`config.mk`:
```
export PLATFORM = sky130hd
export DESIGN_NAME = l2_field_array
export DESIGN_NICKNAME = d
export VERILOG_FILES = /design/src/cache_types_pkg.sv /design/src/l2_bank_pkg.sv /design/src/l2_field_array.sv /design/src/l2_sync_sram.sv
export VERILOG_INCLUDE_DIRS = /design/src /design/src/src
export SDC_FILE = /design/constraint.sdc
export NUM_CORES = 1
export LEC_CHECK = 0
export BUFFER_PORTS_ARGS = -buffer_cell sky130_fd_sc_hd__buf_2
export CORE_ASPECT_RATIO = 0.5
export CORE_MARGIN = 10
export CORE_UTILIZATION = 30
export DETAILED_ROUTE_END_ITERATION = 12
export SLEW_MARGIN = 0
export SYNTH_ARGS = -nofsm -noshare
export SYNTH_HDL_FRONTEND = slang
export SYNTH_SLANG_ARGS = --single-unit
```
`constraint.sdc`:
```
create_clock -name clk -period 2.1 [get_ports clk]
set_input_delay 0.105 -clock clk [delete_from_list [all_inputs] [get_ports clk]]
set_output_delay 0.105 -clock clk [all_outputs]
set_load 0.01 [all_outputs]
```
`src/l2_mem_cfg.svh`:
```
/* L2 local memory configuration
   way count, set index width, field widths and bank split per field */
`ifndef L2_MEM_CFG_SVH
`define L2_MEM_CFG_SVH

// associativity
`define L2_WAYS 4

// set index width, 64 sets
`define L2_SET_BITS 6

// field widths
`define L2_TAG_BITS 10
`define L2_LINE_BITS 64
`define L2_STATE_BITS 3

// banks per field, powers of two
// the bank index comes from the top set bits
`define L2_LINE_BANKS 2
`define L2_TAG_BANKS 1
`define L2_STATE_BANKS 1
`define L2_HPROT_BANKS 1
`define L2_EVICT_BANKS 1

`endif

```
`src/cache_types_pkg.sv`:
```
/* cache field types
   set index, way number and the per-way fields held in the L2 local memory */
`include "l2_mem_cfg.svh"

package cache_types_pkg;

    localparam int WAYS = `L2_WAYS;
    localparam int SET_BITS = `L2_SET_BITS;
    // at least one bit even for a direct-mapped cache
    localparam int WAY_BITS = (WAYS > 1) ? $clog2(WAYS) : 1;

    typedef logic [SET_BITS-1:0] set_t;
    typedef logic [WAY_BITS-1:0] way_t;

    typedef logic [`L2_LINE_BITS-1:0] line_t;
    typedef logic [`L2_TAG_BITS-1:0] tag_t;
    typedef logic [`L2_STATE_BITS-1:0] state_t;
    typedef logic hprot_t;

    // one bit per way, used for write enables
    typedef logic [WAYS-1:0] way_vec_t;

endpackage

```
`src/l2_bank_pkg.sv`:
```
/* bank geometry of the L2 local memory
   bank counts, bank index widths and bank index types per field */
`include "l2_mem_cfg.svh"

package l2_bank_pkg;

    // a single bank still gets a one bit index
    function automatic int idx_bits(input int banks);
        return (banks > 1) ? $clog2(banks) : 1;
    endfunction

    localparam int LINE_BANKS = `L2_LINE_BANKS;
    localparam int TAG_BANKS = `L2_TAG_BANKS;
    localparam int STATE_BANKS = `L2_STATE_BANKS;
    localparam int HPROT_BANKS = `L2_HPROT_BANKS;
    localparam int EVICT_BANKS = `L2_EVICT_BANKS;

    localparam int LINE_BANK_BITS = idx_bits(LINE_BANKS);
    localparam int TAG_BANK_BITS = idx_bits(TAG_BANKS);
    localparam int STATE_BANK_BITS = idx_bits(STATE_BANKS);
    localparam int HPROT_BANK_BITS = idx_bits(HPROT_BANKS);
    localparam int EVICT_BANK_BITS = idx_bits(EVICT_BANKS);

    typedef logic [LINE_BANK_BITS-1:0] line_bank_t;
    typedef logic [TAG_BANK_BITS-1:0] tag_bank_t;
    typedef logic [STATE_BANK_BITS-1:0] state_bank_t;
    typedef logic [HPROT_BANK_BITS-1:0] hprot_bank_t;
    typedef logic [EVICT_BANK_BITS-1:0] evict_bank_t;

endpackage

```
`src/l2_field_array.sv`:
```
/* one cache field across all ways and set banks
   bank write select from the top set bits and read steering by the registered bank index */
module l2_field_array #(
    parameter int WIDTH = 8,
    parameter int WAYS = 1,
    parameter int BANKS = 1
) (
    input  logic                    clk,
    input  logic                    wr_rst,
    input  logic                    rd_en,
    input  cache_types_pkg::set_t   set_in,
    input  logic [WAYS-1:0]         we,
    input  logic [WIDTH-1:0]        wdata,
    output logic [WIDTH-1:0]        rdata [WAYS]
);

    import cache_types_pkg::*;
    import l2_bank_pkg::*;

    localparam int BANK_BITS = idx_bits(BANKS);
    localparam int ADDR_BITS = SET_BITS - $clog2(BANKS);
    localparam int DEPTH = 1 << ADDR_BITS;

    logic [BANK_BITS-1:0] bank_sel;
    logic [BANK_BITS-1:0] bank_q;
    logic [ADDR_BITS-1:0] bank_addr;
    logic [BANKS-1:0]     bank_dec;
    logic [WIDTH-1:0]     bank_rdata [WAYS][BANKS];

    if (BANKS > 1) begin : g_bank_idx
        assign bank_sel = set_in[SET_BITS-1 -: BANK_BITS];
    end else begin : g_one_bank
        assign bank_sel = '0;
    end

    // lower set bits address the word inside a bank
    assign bank_addr = set_in[ADDR_BITS-1:0];

    always_comb begin
        for (int b = 0; b < BANKS; b++) begin
            bank_dec[b] = (bank_sel == BANK_BITS'(b));
        end
    end

    for (genvar w = 0; w < WAYS; w++) begin : g_way
        for (genvar b = 0; b < BANKS; b++) begin : g_bank
            l2_sync_sram #(
                .WIDTH(WIDTH),
                .DEPTH(DEPTH)
            ) bank_i (
                .clk(clk),
                .wr_rst(wr_rst),
                .en(rd_en & bank_dec[b]),
                .we(we[w] & bank_dec[b]),
                .addr(bank_addr),
                .wdata(wdata),
                .rdata(bank_rdata[w][b])
            );
        end
    end

    // bank of the read in flight, the set may move on next cycle
    always_ff @(posedge clk) begin
        if (wr_rst) begin
            bank_q <= '0;
        end else if (rd_en) begin
            bank_q <= bank_sel;
        end
    end

    always_comb begin
        for (int w = 0; w < WAYS; w++) begin
            rdata[w] = '0;
            for (int b = 0; b < BANKS; b++) begin
                if (bank_q == BANK_BITS'(b)) begin
                    rdata[w] = bank_rdata[w][b];
                end
            end
        end
    end

    a_set_known: assert property (
        @(posedge clk) disable iff (wr_rst)
        (rd_en || (|we)) |-> !$isunknown(set_in)
    ) else $error("unknown set index on an access: %b", set_in);

endmodule

```
`src/l2_sync_sram.sv`:
```
/* single-port synchronous RAM bank
   write at the clock edge, registered read-first output */
module l2_sync_sram #(
    parameter int WIDTH = 8,
    parameter int DEPTH = 1 << cache_types_pkg::SET_BITS
) (
    input  logic                     clk,
    input  logic                     wr_rst,
    input  logic                     en,
    input  logic                     we,
    input  logic [$clog2(DEPTH)-1:0] addr,
    input  logic [WIDTH-1:0]         wdata,
    output logic [WIDTH-1:0]         rdata
);

    logic [WIDTH-1:0] mem [DEPTH];

    always_ff @(posedge clk) begin
        if (we) begin
            mem[addr] <= wdata;
        end
    end

    // old word on a same-edge write, held between reads
    always_ff @(posedge clk) begin
        if (wr_rst) begin
            rdata <= '0;
        end else if (en) begin
            rdata <= mem[addr];
        end
    end

    a_addr_range: assert property (
        @(posedge clk) disable iff (wr_rst)
        (en || we) |-> (int'(addr) < DEPTH)
    ) else $error("sram access outside depth, addr %0d", addr);

endmodule

```
==> reports/results.ini <==
[worst_setup_path]
crit_start=g_way[0].g_bank[0].bank_i.mem[55][0]
cpPeakStageDelay_ps=490
worst_path_max_delay_cell=mux4_2
cp_top_family=simple AND/OR/NAND/NOR gates
crit_path_start_kind=register
path_cells=mux4_2 > nand3_1 > o311ai_1 > nor4_2 > nand3_1 > o31a_1
r2r_start=g_way[0].g_bank[0].bank_i.mem[55][0]
path_max_fanout=1
worst-setup-path-type=register to register
cp.required_ps=2580
critPathCaptureType=register
arrival_ps=2460
path_common_cell=nand3_1
worst-path-buf-inv=0

[placement]
place_inst=2234
pre_cts_ws_ps=-285
gp_congestion=0.875
io_buffers=25
place_hpwl_um=37700
postPlaceCellArea_mm2=0.0232

[clock_tree]
numCtsBuffers=49
root_buffer=clkbuf_16
cts_max_path_buffers=3
cts.sinks=520
post-cts-setup-buffers=0
clk_latency_ps=590
tritoncts=done
h-tree-depth=2
cts.clk_slew.worst_paths_ps=70

[detailed_routing]
drt_iter0_markers=1295
vias=12082
wl_per_cell_um=24.3
wl_um=56500
drcViolationCount=0
ant_nets=0
viasPerCell=5.19
firstDrtPassIters=5

[timing]
hold_slack_ps=-0.228
worstMarginPinSlew_ps=807
max_freq_ghz=0.504
finalClockSkew_ps=15.6
post-route-period-util_pct=94.5
rsz0062_at_grt=false
slew_headroom_pct=46.2
setup_slack_ps=116
drv_slew=0
min_period_ps=1980
setup_viol=0
hold_viol=1

[flow_run]
drv_cap=0

[floorplan]
core_area_mm2=0.0672
start_util_pct=30.4
io-pin-count=26
dieArea_mm2=0.0797
fp.dieW_um=389
die_height_um=205
rows=67

[synthesis]
yosysWarningCount=0
synth-seq-cells=520
synth.most_common_cell=edfxtp_1
yosysTopAreaCellShare_pct=75.2
synth.avg_cell_area_um2=17.2
synth_edf_count=512
synth_top_flop_cell=edfxtp_1
synth_cell_types=57
ys_seq_area_share_pct=75.9
ys_top_cells_by_count=edfxtp_1 (512), nor2_1 (94), mux2i_1 (71), a22oi_1 (58), a221oi_1 (57)
netlist_top_cells_area=edfxtp_1 (75%), mux2i_1 (3.5%), mux2_2 (2.7%), a221oi_1 (2.4%), mux4_2 (2.3%)
synthArstFlopShare_pct=0
synthCells=1186
syn_nets=1204
synth_area_mm2=0.0205
yosys.area.top_type=edfxtp_1

[final_layout]
fin_area_mm2=0.0247
drive_gt1_share_pct=26.9
syn_to_final_growth_pct=20.9
fill_cells=6255
final_cells=2327
nets=1411

[run_status]
status=complete, but fails checks
violations=hold timing

[pwr]
peakVddDrop_uv=655
leakage_uw=0.00818
power_density_mw_per_mm2=864

[global_routing]
antenna_found_initial=1
grt_pass1_wl_um=83100
grt_usage_pct=13.9
gr-total-overflow=0
grt_start_max_net_pins=48
grt_pass1_vias=12187

[worst_hold_path]
min_from=wdata[5]
hold_class=input pin to register

-- cell families after synthesis --
kind of cell           Yosys count  synth area share, %
buffers and inverters           87                 2.41
AOI/OAI and AO/OA              236                 8.43
muxes                          143                 8.74
and+or+nand+nor                200                 4.47
DFF                            520                 75.9
-- report_power, final --
part           switching, uW  total [uW]  internal, uW
clock network           3730        8400          4670
logic                    896        1450           554
registers               33.1       11500         11500
total                   4660       21400         16700
-- metrics by stage --
step	util (%)	power, uW	setup TNS [ps]	hold slack (ps)
final	36.8	21400	0	-0.228
after floorplan	-	12400	0	204
after detailed placement	34.5	13200	-602	461
after global routing	36.8	22000	0	28.5
after CTS	36.8	21500	0	0.727
after global placement	34.5	13100	-647	451
-- placed cells by master (no fill, tap or decap), types with 28 or more instances in the layout --
cell type    n
nor2_1      92
mux2_2      49
buf_4      183
nand3_1     37
a21oi_1     29
edfxtp_1   512
mux2i_1     71
a221oi_1    57
buf_12      28
clkbuf_16   51
nand2_1     30
a22oi_1     58
-- worst paths after layout --
path	end	slack [ps]	depth (start not counted)
setup / recovery	g_way[0].g_bank[0].bank_i.rdata[0]	120	6
hold / removal	g_way[0].g_bank[0].bank_i.mem[4][5]	-0.2	1
setup reg to reg	g_way[0].g_bank[0].bank_i.rdata[0]	120	6
hold reg to reg	g_way[0].g_bank[0].bank_i.rdata[1]	550	2
-- per-layer routing --
metal / vias to the layer above / part of all wire (%) / track usage [%]
met3: 97 / 8.5 / 2.89
met2: 549 / 47 / 22.8
met5: - / 0 / 0
li1: 5221 / - / -
met4: 0 / 2.9 / 4.71
met1: 6215 / 42 / 18.2
-- state kept, by name, summed over array words and instances, names as in the netlist --
name,cells
g_way.g_bank.bank_i.rdata,8
g_way.g_bank.bank_i.mem,512
-- timing repair --
| item | in CTS | in global routing |
|---|---|---|
| endpoints found under the hold margin | 63 | 0 |
| resized for setup | 0 | 1 |
| setup endpoints to repair | 0 | 1 |
| hold buffers | 5 | 0 |
-- worst reg2reg max path, stage by stage (launching register included) --
cell and delay (ps):
edfxtp_1 370, mux4_2 490, nand3_1 110, o311ai_1 120, nor4_2 370, nand3_1 120, o31a_1 300
-- layout make-up --
class                           instances  area, um^2  area share, %
Sequential cell                       520       15500           62.8
Multi-Input combinational cell        579        4450           18.0
Timing Repair Buffer                  241        2120           8.58
Clock buffer                           61        1310           5.31
Tap cell                              897        1120           4.54
Clock inverter                         26         181          0.733
Inverter                                2        7.51         0.0304
Antenna cell                            1        2.50         0.0101
Power figures use the tool's default switching activity.
