===== src/l2_mem_cfg.svh =====
/* L2 local memory configuration
   way count, set index width, field widths and bank split per field */
`ifndef L2_MEM_CFG_SVH
`define L2_MEM_CFG_SVH

// associativity
`define L2_WAYS 4

// set index width, 64 sets
`define L2_SET_BITS 6

// field widths
`define L2_TAG_BITS 10
`define L2_LINE_BITS 64
`define L2_STATE_BITS 3

// banks per field, powers of two
// the bank index comes from the top set bits
`define L2_LINE_BANKS 2
`define L2_TAG_BANKS 1
`define L2_STATE_BANKS 1
`define L2_HPROT_BANKS 1
`define L2_EVICT_BANKS 1

`endif


===== src/cache_types_pkg.sv =====
/* cache field types
   set index, way number and the per-way fields held in the L2 local memory */
`include "l2_mem_cfg.svh"

package cache_types_pkg;

    localparam int WAYS = `L2_WAYS;
    localparam int SET_BITS = `L2_SET_BITS;
    // at least one bit even for a direct-mapped cache
    localparam int WAY_BITS = (WAYS > 1) ? $clog2(WAYS) : 1;

    typedef logic [SET_BITS-1:0] set_t;
    typedef logic [WAY_BITS-1:0] way_t;

    typedef logic [`L2_LINE_BITS-1:0] line_t;
    typedef logic [`L2_TAG_BITS-1:0] tag_t;
    typedef logic [`L2_STATE_BITS-1:0] state_t;
    typedef logic hprot_t;

    // one bit per way, used for write enables
    typedef logic [WAYS-1:0] way_vec_t;

endpackage


===== src/l2_wr_decode.sv =====
/* write enable decoder
   way select and field enables into per-way write vectors */
module l2_wr_decode (
    input  cache_types_pkg::way_t     way,
    input  logic                      wr_en_line,
    input  logic                      wr_en_state,
    input  logic                      wr_en_evict_way,
    input  logic                      wr_en_put_reqs,
    input  logic                      init_all,
    output cache_types_pkg::way_vec_t line_we,
    output cache_types_pkg::way_vec_t tag_we,
    output cache_types_pkg::way_vec_t state_we,
    output cache_types_pkg::way_vec_t hprot_we,
    output logic                      evict_we
);

    import cache_types_pkg::*;

    way_vec_t way_sel;
    logic     line_en;
    logic     state_en;

    // init_all reaches every way of the set
    always_comb begin
        way_sel = '0;
        if (init_all) begin
            way_sel = '1;
        end else begin
            way_sel[way] = 1'b1;
        end
    end

    assign line_en = wr_en_line | wr_en_put_reqs;
    assign state_en = wr_en_state | wr_en_put_reqs | init_all;

    assign line_we = line_en ? way_sel : '0;
    assign state_we = state_en ? way_sel : '0;

    // a put request fills the whole way
    assign tag_we = wr_en_put_reqs ? way_sel : '0;
    assign hprot_we = wr_en_put_reqs ? way_sel : '0;

    // one pointer per set, shared by all ways
    assign evict_we = wr_en_evict_way;

    // a put under init_all would spread one way's tag over the set
    always_comb begin
        a_put_vs_init: assert (!(wr_en_put_reqs && init_all))
        else $error("put request and init_all in the same cycle");
    end

endmodule

===== config.mk =====
export PLATFORM = sky130hd
export DESIGN_NAME = l2_wr_decode
export DESIGN_NICKNAME = d
export VERILOG_FILES = /design/src/cache_types_pkg.sv /design/src/l2_wr_decode.sv
export VERILOG_INCLUDE_DIRS = /design/src /design/src/src
export SDC_FILE = /design/constraint.sdc
export NUM_CORES = 1
export LEC_CHECK = 0
export ABC_AREA = 1
export BUFFER_PORTS_ARGS = -buffer_cell sky130_fd_sc_hd__buf_2
export CORE_AREA = 2 2 39 41
export DETAILED_ROUTE_END_ITERATION = 7
export DIE_AREA = 0 0 41 43
export SLEW_MARGIN = 0
export SYNTH_ARGS = -nofsm -noshare
export SYNTH_HDL_FRONTEND = slang
export SYNTH_SLANG_ARGS = --single-unit

===== constraint.sdc =====
create_clock -name vclk -period 0.8
set_input_delay 0.12 -clock vclk [all_inputs]
set_output_delay 0.12 -clock vclk [all_outputs]
set_load 0.01 [all_outputs]

==> results of run 1 <==
==> area by class of cell <==
| cell class | instances | area share |
|---|---|---|
| Tap cell | 16 | 0.0620 |
| Inverter | 4 | 0.0620 |
| Timing Repair Buffer | 22 | 0.419 |
| Multi-Input combinational cell | 21 | 0.457 |
==> Yosys cell counts <==
| cell type | number |
|---|---|
| buf_4 | 5 |
| nand2_1 | 4 |
| nor2_1 | 7 |
| inv_1 | 4 |
| a21oi_1 | 5 |
| o21ai_1 | 4 |
| nor2_2 | 1 |
==> what timing repair did <==
| action | CTS | global route |
|---|---|---|
| pin swaps | 3 | 3 |
| setup endpoints to repair | 10 | 16 |
| resized for setup | 8 | 19 |
| endpoints found under the hold margin | 0 | 0 |
==> power breakdown <==
group | leakage (nW) | internal [W] | total, W | switching (W)
logic | 0.166 | 0.0000926 | 0.000216 | 0.000123
clock network | 0 | 0 | 0 | 0
registers | 0 | 0 | 0 | 0
==> metal layers <==
layer / GRT usage / wire length (um)
met5: 0 / 0
met4: 0 / 0
met3: 0 / 49
met2: 0.100 / 274
met1: 0.101 / 260
==> worst max path at each step <==
stage | to | start | slack, ns | cells past startpoint
after floorplan | tag_we[2] | way[0] | 0.01 | 4
after global placement | hprot_we[1] | way[1] | -0.02 | 5
after detailed placement | tag_we[2] | way[0] | -0.03 | 5
after CTS | hprot_we[1] | way[1] | -0.02 | 5
after global routing | state_we[2] | wr_en_put_reqs | -0.02 | 4
final | hprot_we[3] | wr_en_put_reqs | 0.03 | 4
==> logic make-up (layout without fill, tap and decap cells) <==
group	Yosys count	count (layout)	share of synthesized area
AO/OA/AOI/OAI	9	9	0.310
buffers and inverters	9	26	0.362
AND/OR/NAND/NOR	12	12	0.328
==> per-stage QoR <==
step	utilization	instances	total power [W]	cell area (um^2)
4_1_cts	0.186	63	0.000177	258
2_1_floorplan	-	30	0.000104	145
6_report	0.233	63	0.000216	323
3_3_place_gp	0.172	63	0.000163	238
5_1_grt	0.233	63	0.000234	323
3_5_place_dp	0.172	63	0.000164	238
==> results.sh, run 1 <==
export IMPL_route_vias_total=245
export IMPL_leakage_nw=0.166
export IMPL_final_common_cell="buf_2"
export IMPL_pre_cts_slack_ns=-0.0314
export IMPL_critPathLaunchType="input pin"
export IMPL_cts_setup_buffers=0
export IMPL_ys_seq_area_frac=0
export IMPL_synth_largest_area_cell="buf_4"
export IMPL_via_per_inst=3.89
export IMPL_seqCellArea_um2=0
export IMPL_maxSlewHeadroom=0.839
export IMPL_worst_slack_ns=0.0317
export IMPL_clock_buffers=0
export IMPL_core_rowCount=14
export IMPL_period_needed_ns=0.768
export IMPL_fin_nets=56
export IMPL_multi_input_area_um2=148
export IMPL_setup_viol=0
export IMPL_crit_family="buffers and inverters"
export IMPL_grt_setup_unrepaired="yes"
export IMPL_synth_top_area_frac=0.259
export IMPL_holdPathEnd="evict_we"
export IMPL_tns_ns=0
export IMPL_synth_nets=37
export IMPL_worst_slew_pin_slew_ns=0.241
export IMPL_hold_path_class="input pin to primary output"
export IMPL_crit_path_max_fanout=4
export IMPL_coreArea_mm2=0.00138
export IMPL_die_x_um=41
export IMPL_grt_max_degree=9
export IMPL_antenna_diode_count=0
export IMPL_avgRoutedWirePerCell_um=9.25
export IMPL_hold_depth=0
export IMPL_synth_distinct_cells=7
export IMPL_timing_fmax_ghz=1.30
export IMPL_hpwl_um=476
export IMPL_ios=24
export IMPL_hold_viol=0
export IMPL_crit_path_frequent_cell="buf_2"
export IMPL_max_stage_delay_ns=0.19
export IMPL_fp_dieH_um=43
export IMPL_critical_path_arrival_ns=0.65
export IMPL_drc_errors=0
export IMPL_seq_cells=0
export IMPL_peakVddDrop_mv=0.142
export IMPL_grt_pass1_wl_um=855
export IMPL_yosysWarnings=0
export IMPL_grt_pass1_vias=211
export IMPL_start_util=0.105
export IMPL_netlist_top_cells_area="buf_4 26%, nor2_1 18%, a21oi_1 17%, o21ai_1 14%, inv_1 10%"
export IMPL_critPathSlowestCell="inv_1"
export IMPL_power_density_mw_per_mm2=668
export IMPL_path_cells="buf_2 -> inv_1 -> nor2_2 -> buf_2"
export IMPL_routed_wl_um=583
export IMPL_end_kind="primary output"
export IMPL_portBuffers=22
export IMPL_drive_above_1_share=0.787
export IMPL_min_from="wr_en_evict_way"
export IMPL_postSynthAreaPerCell_um2=4.84
export IMPL_required_ns=0.68
export IMPL_period_share=0.960
export IMPL_ant_nets=0
export IMPL_holdBufCountCts=0
export IMPL_overflow=0
export IMPL_synth_cells=30
export IMPL_firstDrtPassIters=2
export IMPL_nFillCells=167
export IMPL_slew_violations=0
export IMPL_gp_congestion=0.641
export IMPL_dieArea_mm2=0.00176
export IMPL_cap_violations=0
export IMPL_status="finished clean"
export IMPL_dr_first_iter_drc_count=1
export IMPL_worstSetupPathType="input pin to primary output"
export IMPL_netlist_area_um2=145
export IMPL_fin_hold_ws_ns=0.240
export IMPL_final_cell_mix="18 x buf_2, 5 x nor2_2, 4 x o21ai_1, 4 x buf_6, 3 x a21oi_2"
export IMPL_worst_path_buf_inv=3
export IMPL_grt_use_total=0.0639
export IMPL_antenna_found_initial=0
export IMPL_area_growth_syn_to_layout_pct=122
(Power assumes the default switching activity.)
==> run 2, diff against run 1 <==
--- a/config.mk
+++ b/config.mk
@@ -11,7 +11,9 @@
 export CORE_AREA = 2 2 39 41
 export DETAILED_ROUTE_END_ITERATION = 7
 export DIE_AREA = 0 0 41 43
+export RECOVER_POWER = 100
 export SLEW_MARGIN = 0
 export SYNTH_ARGS = -nofsm -noshare
 export SYNTH_HDL_FRONTEND = slang
 export SYNTH_SLANG_ARGS = --single-unit
+export TNS_END_PERCENT = 30
==> run 2 against run 1 <==
Compared with the run above: the flow now finishes with violations (negative setup slack); first-iteration DRC count grew to 4.0 times the previous value; total power is 5.1% lower; via count is 0.41% higher; die area stayed put; non-clock buffer count stayed put; critical path depth is 1 higher; fmax is 5.3% lower; hold slack stayed put; routed wire length is 0.86% higher; utilization is 1.1 points lower; final cell count stayed put; worst setup slack worse by 0.043 ns.
==> results.sh, run 2 (same netlist as run 1, synthesis figures left out) <==
export IMPL_status="complete, but fails checks"
export IMPL_p_int_w=0.0000864
export IMPL_ios=24
export IMPL_critical_path_arrival_ns=0.69
export IMPL_cts_setup_buffers=0
export IMPL_clkPwrFrac=0
export IMPL_firstDrtPassIters=2
export IMPL_area_growth_syn_to_layout_pct=112
export IMPL_grt_pass1_vias=211
export IMPL_coreArea_mm2=0.00138
export IMPL_violations="negative setup slack"
export IMPL_grt_setup_unrepaired="yes"
export IMPL_setup_viol=2
export IMPL_core_rowCount=14
export IMPL_period_needed_ns=0.812
export IMPL_antenna_diode_count=0
export IMPL_drc_errors=0
export IMPL_critPathLaunchType="input pin"
export IMPL_dieArea_mm2=0.00176
export IMPL_end_kind="primary output"
export IMPL_period_share=1.01
export IMPL_timing_fmax_ghz=1.23
export IMPL_final_cell_mix="19 x buf_2, 5 x nor2_2, 4 x o21ai_1, 4 x a21oi_2"
export IMPL_gp_congestion=0.641
export IMPL_hold_viol=0
export IMPL_slew_violations=0
export IMPL_pwr_share_seq=0
export IMPL_nFillCells=168
export IMPL_stdcell_area_um2=308
export IMPL_seq_cells=0
export IMPL_grt_max_degree=9
export IMPL_maxSlewHeadroom=0.860
export IMPL_start_util=0.105
export IMPL_worstSetupPathType="input pin to primary output"
export IMPL_grt_pass1_wl_um=855
export IMPL_final_common_cell="buf_2"
export IMPL_fin_nets=56
export IMPL_fp_dieH_um=43
export IMPL_cap_violations=0
export IMPL_power_density_mw_per_mm2=665
export IMPL_via_per_inst=3.90
export IMPL_portBuffers=22
export IMPL_seqCellArea_um2=0
export IMPL_worst_slack_ns=-0.0116
export IMPL_tns_ns=-0.0226
export IMPL_worst_slew_pin_slew_ns=0.209
export IMPL_routed_wl_um=588
export IMPL_antenna_found_initial=0
export IMPL_switchingPower_w=0.000118
export IMPL_drive_above_1_share=0.787
export IMPL_swShare=0.578
export IMPL_required_ns=0.68
export IMPL_ant_nets=0
export IMPL_hpwl_um=476
export IMPL_die_x_um=41
export IMPL_clock_buffers=0
export IMPL_comb_power_share=1.000
export IMPL_route_vias_total=246
export IMPL_dr_first_iter_drc_count=4
export IMPL_avgRoutedWirePerCell_um=9.33
export IMPL_crit_path_max_fanout=5
export IMPL_grt_use_total=0.0639
export IMPL_leakage_nw=0.159
export IMPL_multi_input_area_um2=140
export IMPL_overflow=0
export IMPL_hold_path_class="input pin to primary output"
export IMPL_dpl_cell_area_um2=238
export IMPL_peakVddDrop_mv=0.163
[run 2: worst paths after layout]
kind / from / to / slack (ns) / depth (start not counted)
setup / recovery: way[0] / tag_we[2] / -0.01 / 5
hold / removal: wr_en_evict_way / evict_we / 0.24 / 0
[run 2: critical path: stages]
cell and delay (ns):
buf_4 0.15, inv_2 0.08, nand2_4 0.06, a21oi_2 0.14, buf_2 0.14
[run 2: per-stage QoR]
| step | instances | hold WS [ns] | setup WS (ns) | total power, W | util |
|---|---|---|---|---|---|
| after floorplan | 30 | 0.332 | 0.0106 | 0.000104 | - |
| after global placement | 63 | 0.240 | -0.0184 | 0.000163 | 0.172 |
| after detailed placement | 63 | 0.240 | -0.0314 | 0.000164 | 0.172 |
| after CTS | 63 | 0.240 | -0.0194 | 0.000174 | 0.183 |
| after global routing | 63 | 0.240 | -0.0589 | 0.000224 | 0.222 |
| final | 63 | 0.240 | -0.0116 | 0.000205 | 0.222 |
[run 2: power by group through the flow]
stage                     combinational [W]  sequential (W)  clock (W)
after floorplan                    0.000104               0          0
after global placement             0.000163               0          0
after detailed placement           0.000164               0          0
after CTS                          0.000174               0          0
after global routing               0.000224               0          0
final                              0.000205               0          0
[run 2: what timing repair did]
action / 4_1_cts / 5_1_grt
resized for setup: 5 / 21
hold buffers: 0 / 0
pin swaps: 3 / 4
setup endpoints to repair: 10 / 16
cloned: 0 / 0
[run 2: routing by layer]
metal	up-vias	global-route usage	wire length, um
met4	0	0	0
met3	0	0	57
met5	-	0	0
met1	109	0.101	248
met2	12	0.100	282
li1	125	-	-
[run 2: layout make-up]
cell class | count | share of cell area
well taps | 16 | 0.0650
inverters | 4 | 0.0610
repair buffers | 22 | 0.419
multi-input cells | 21 | 0.455
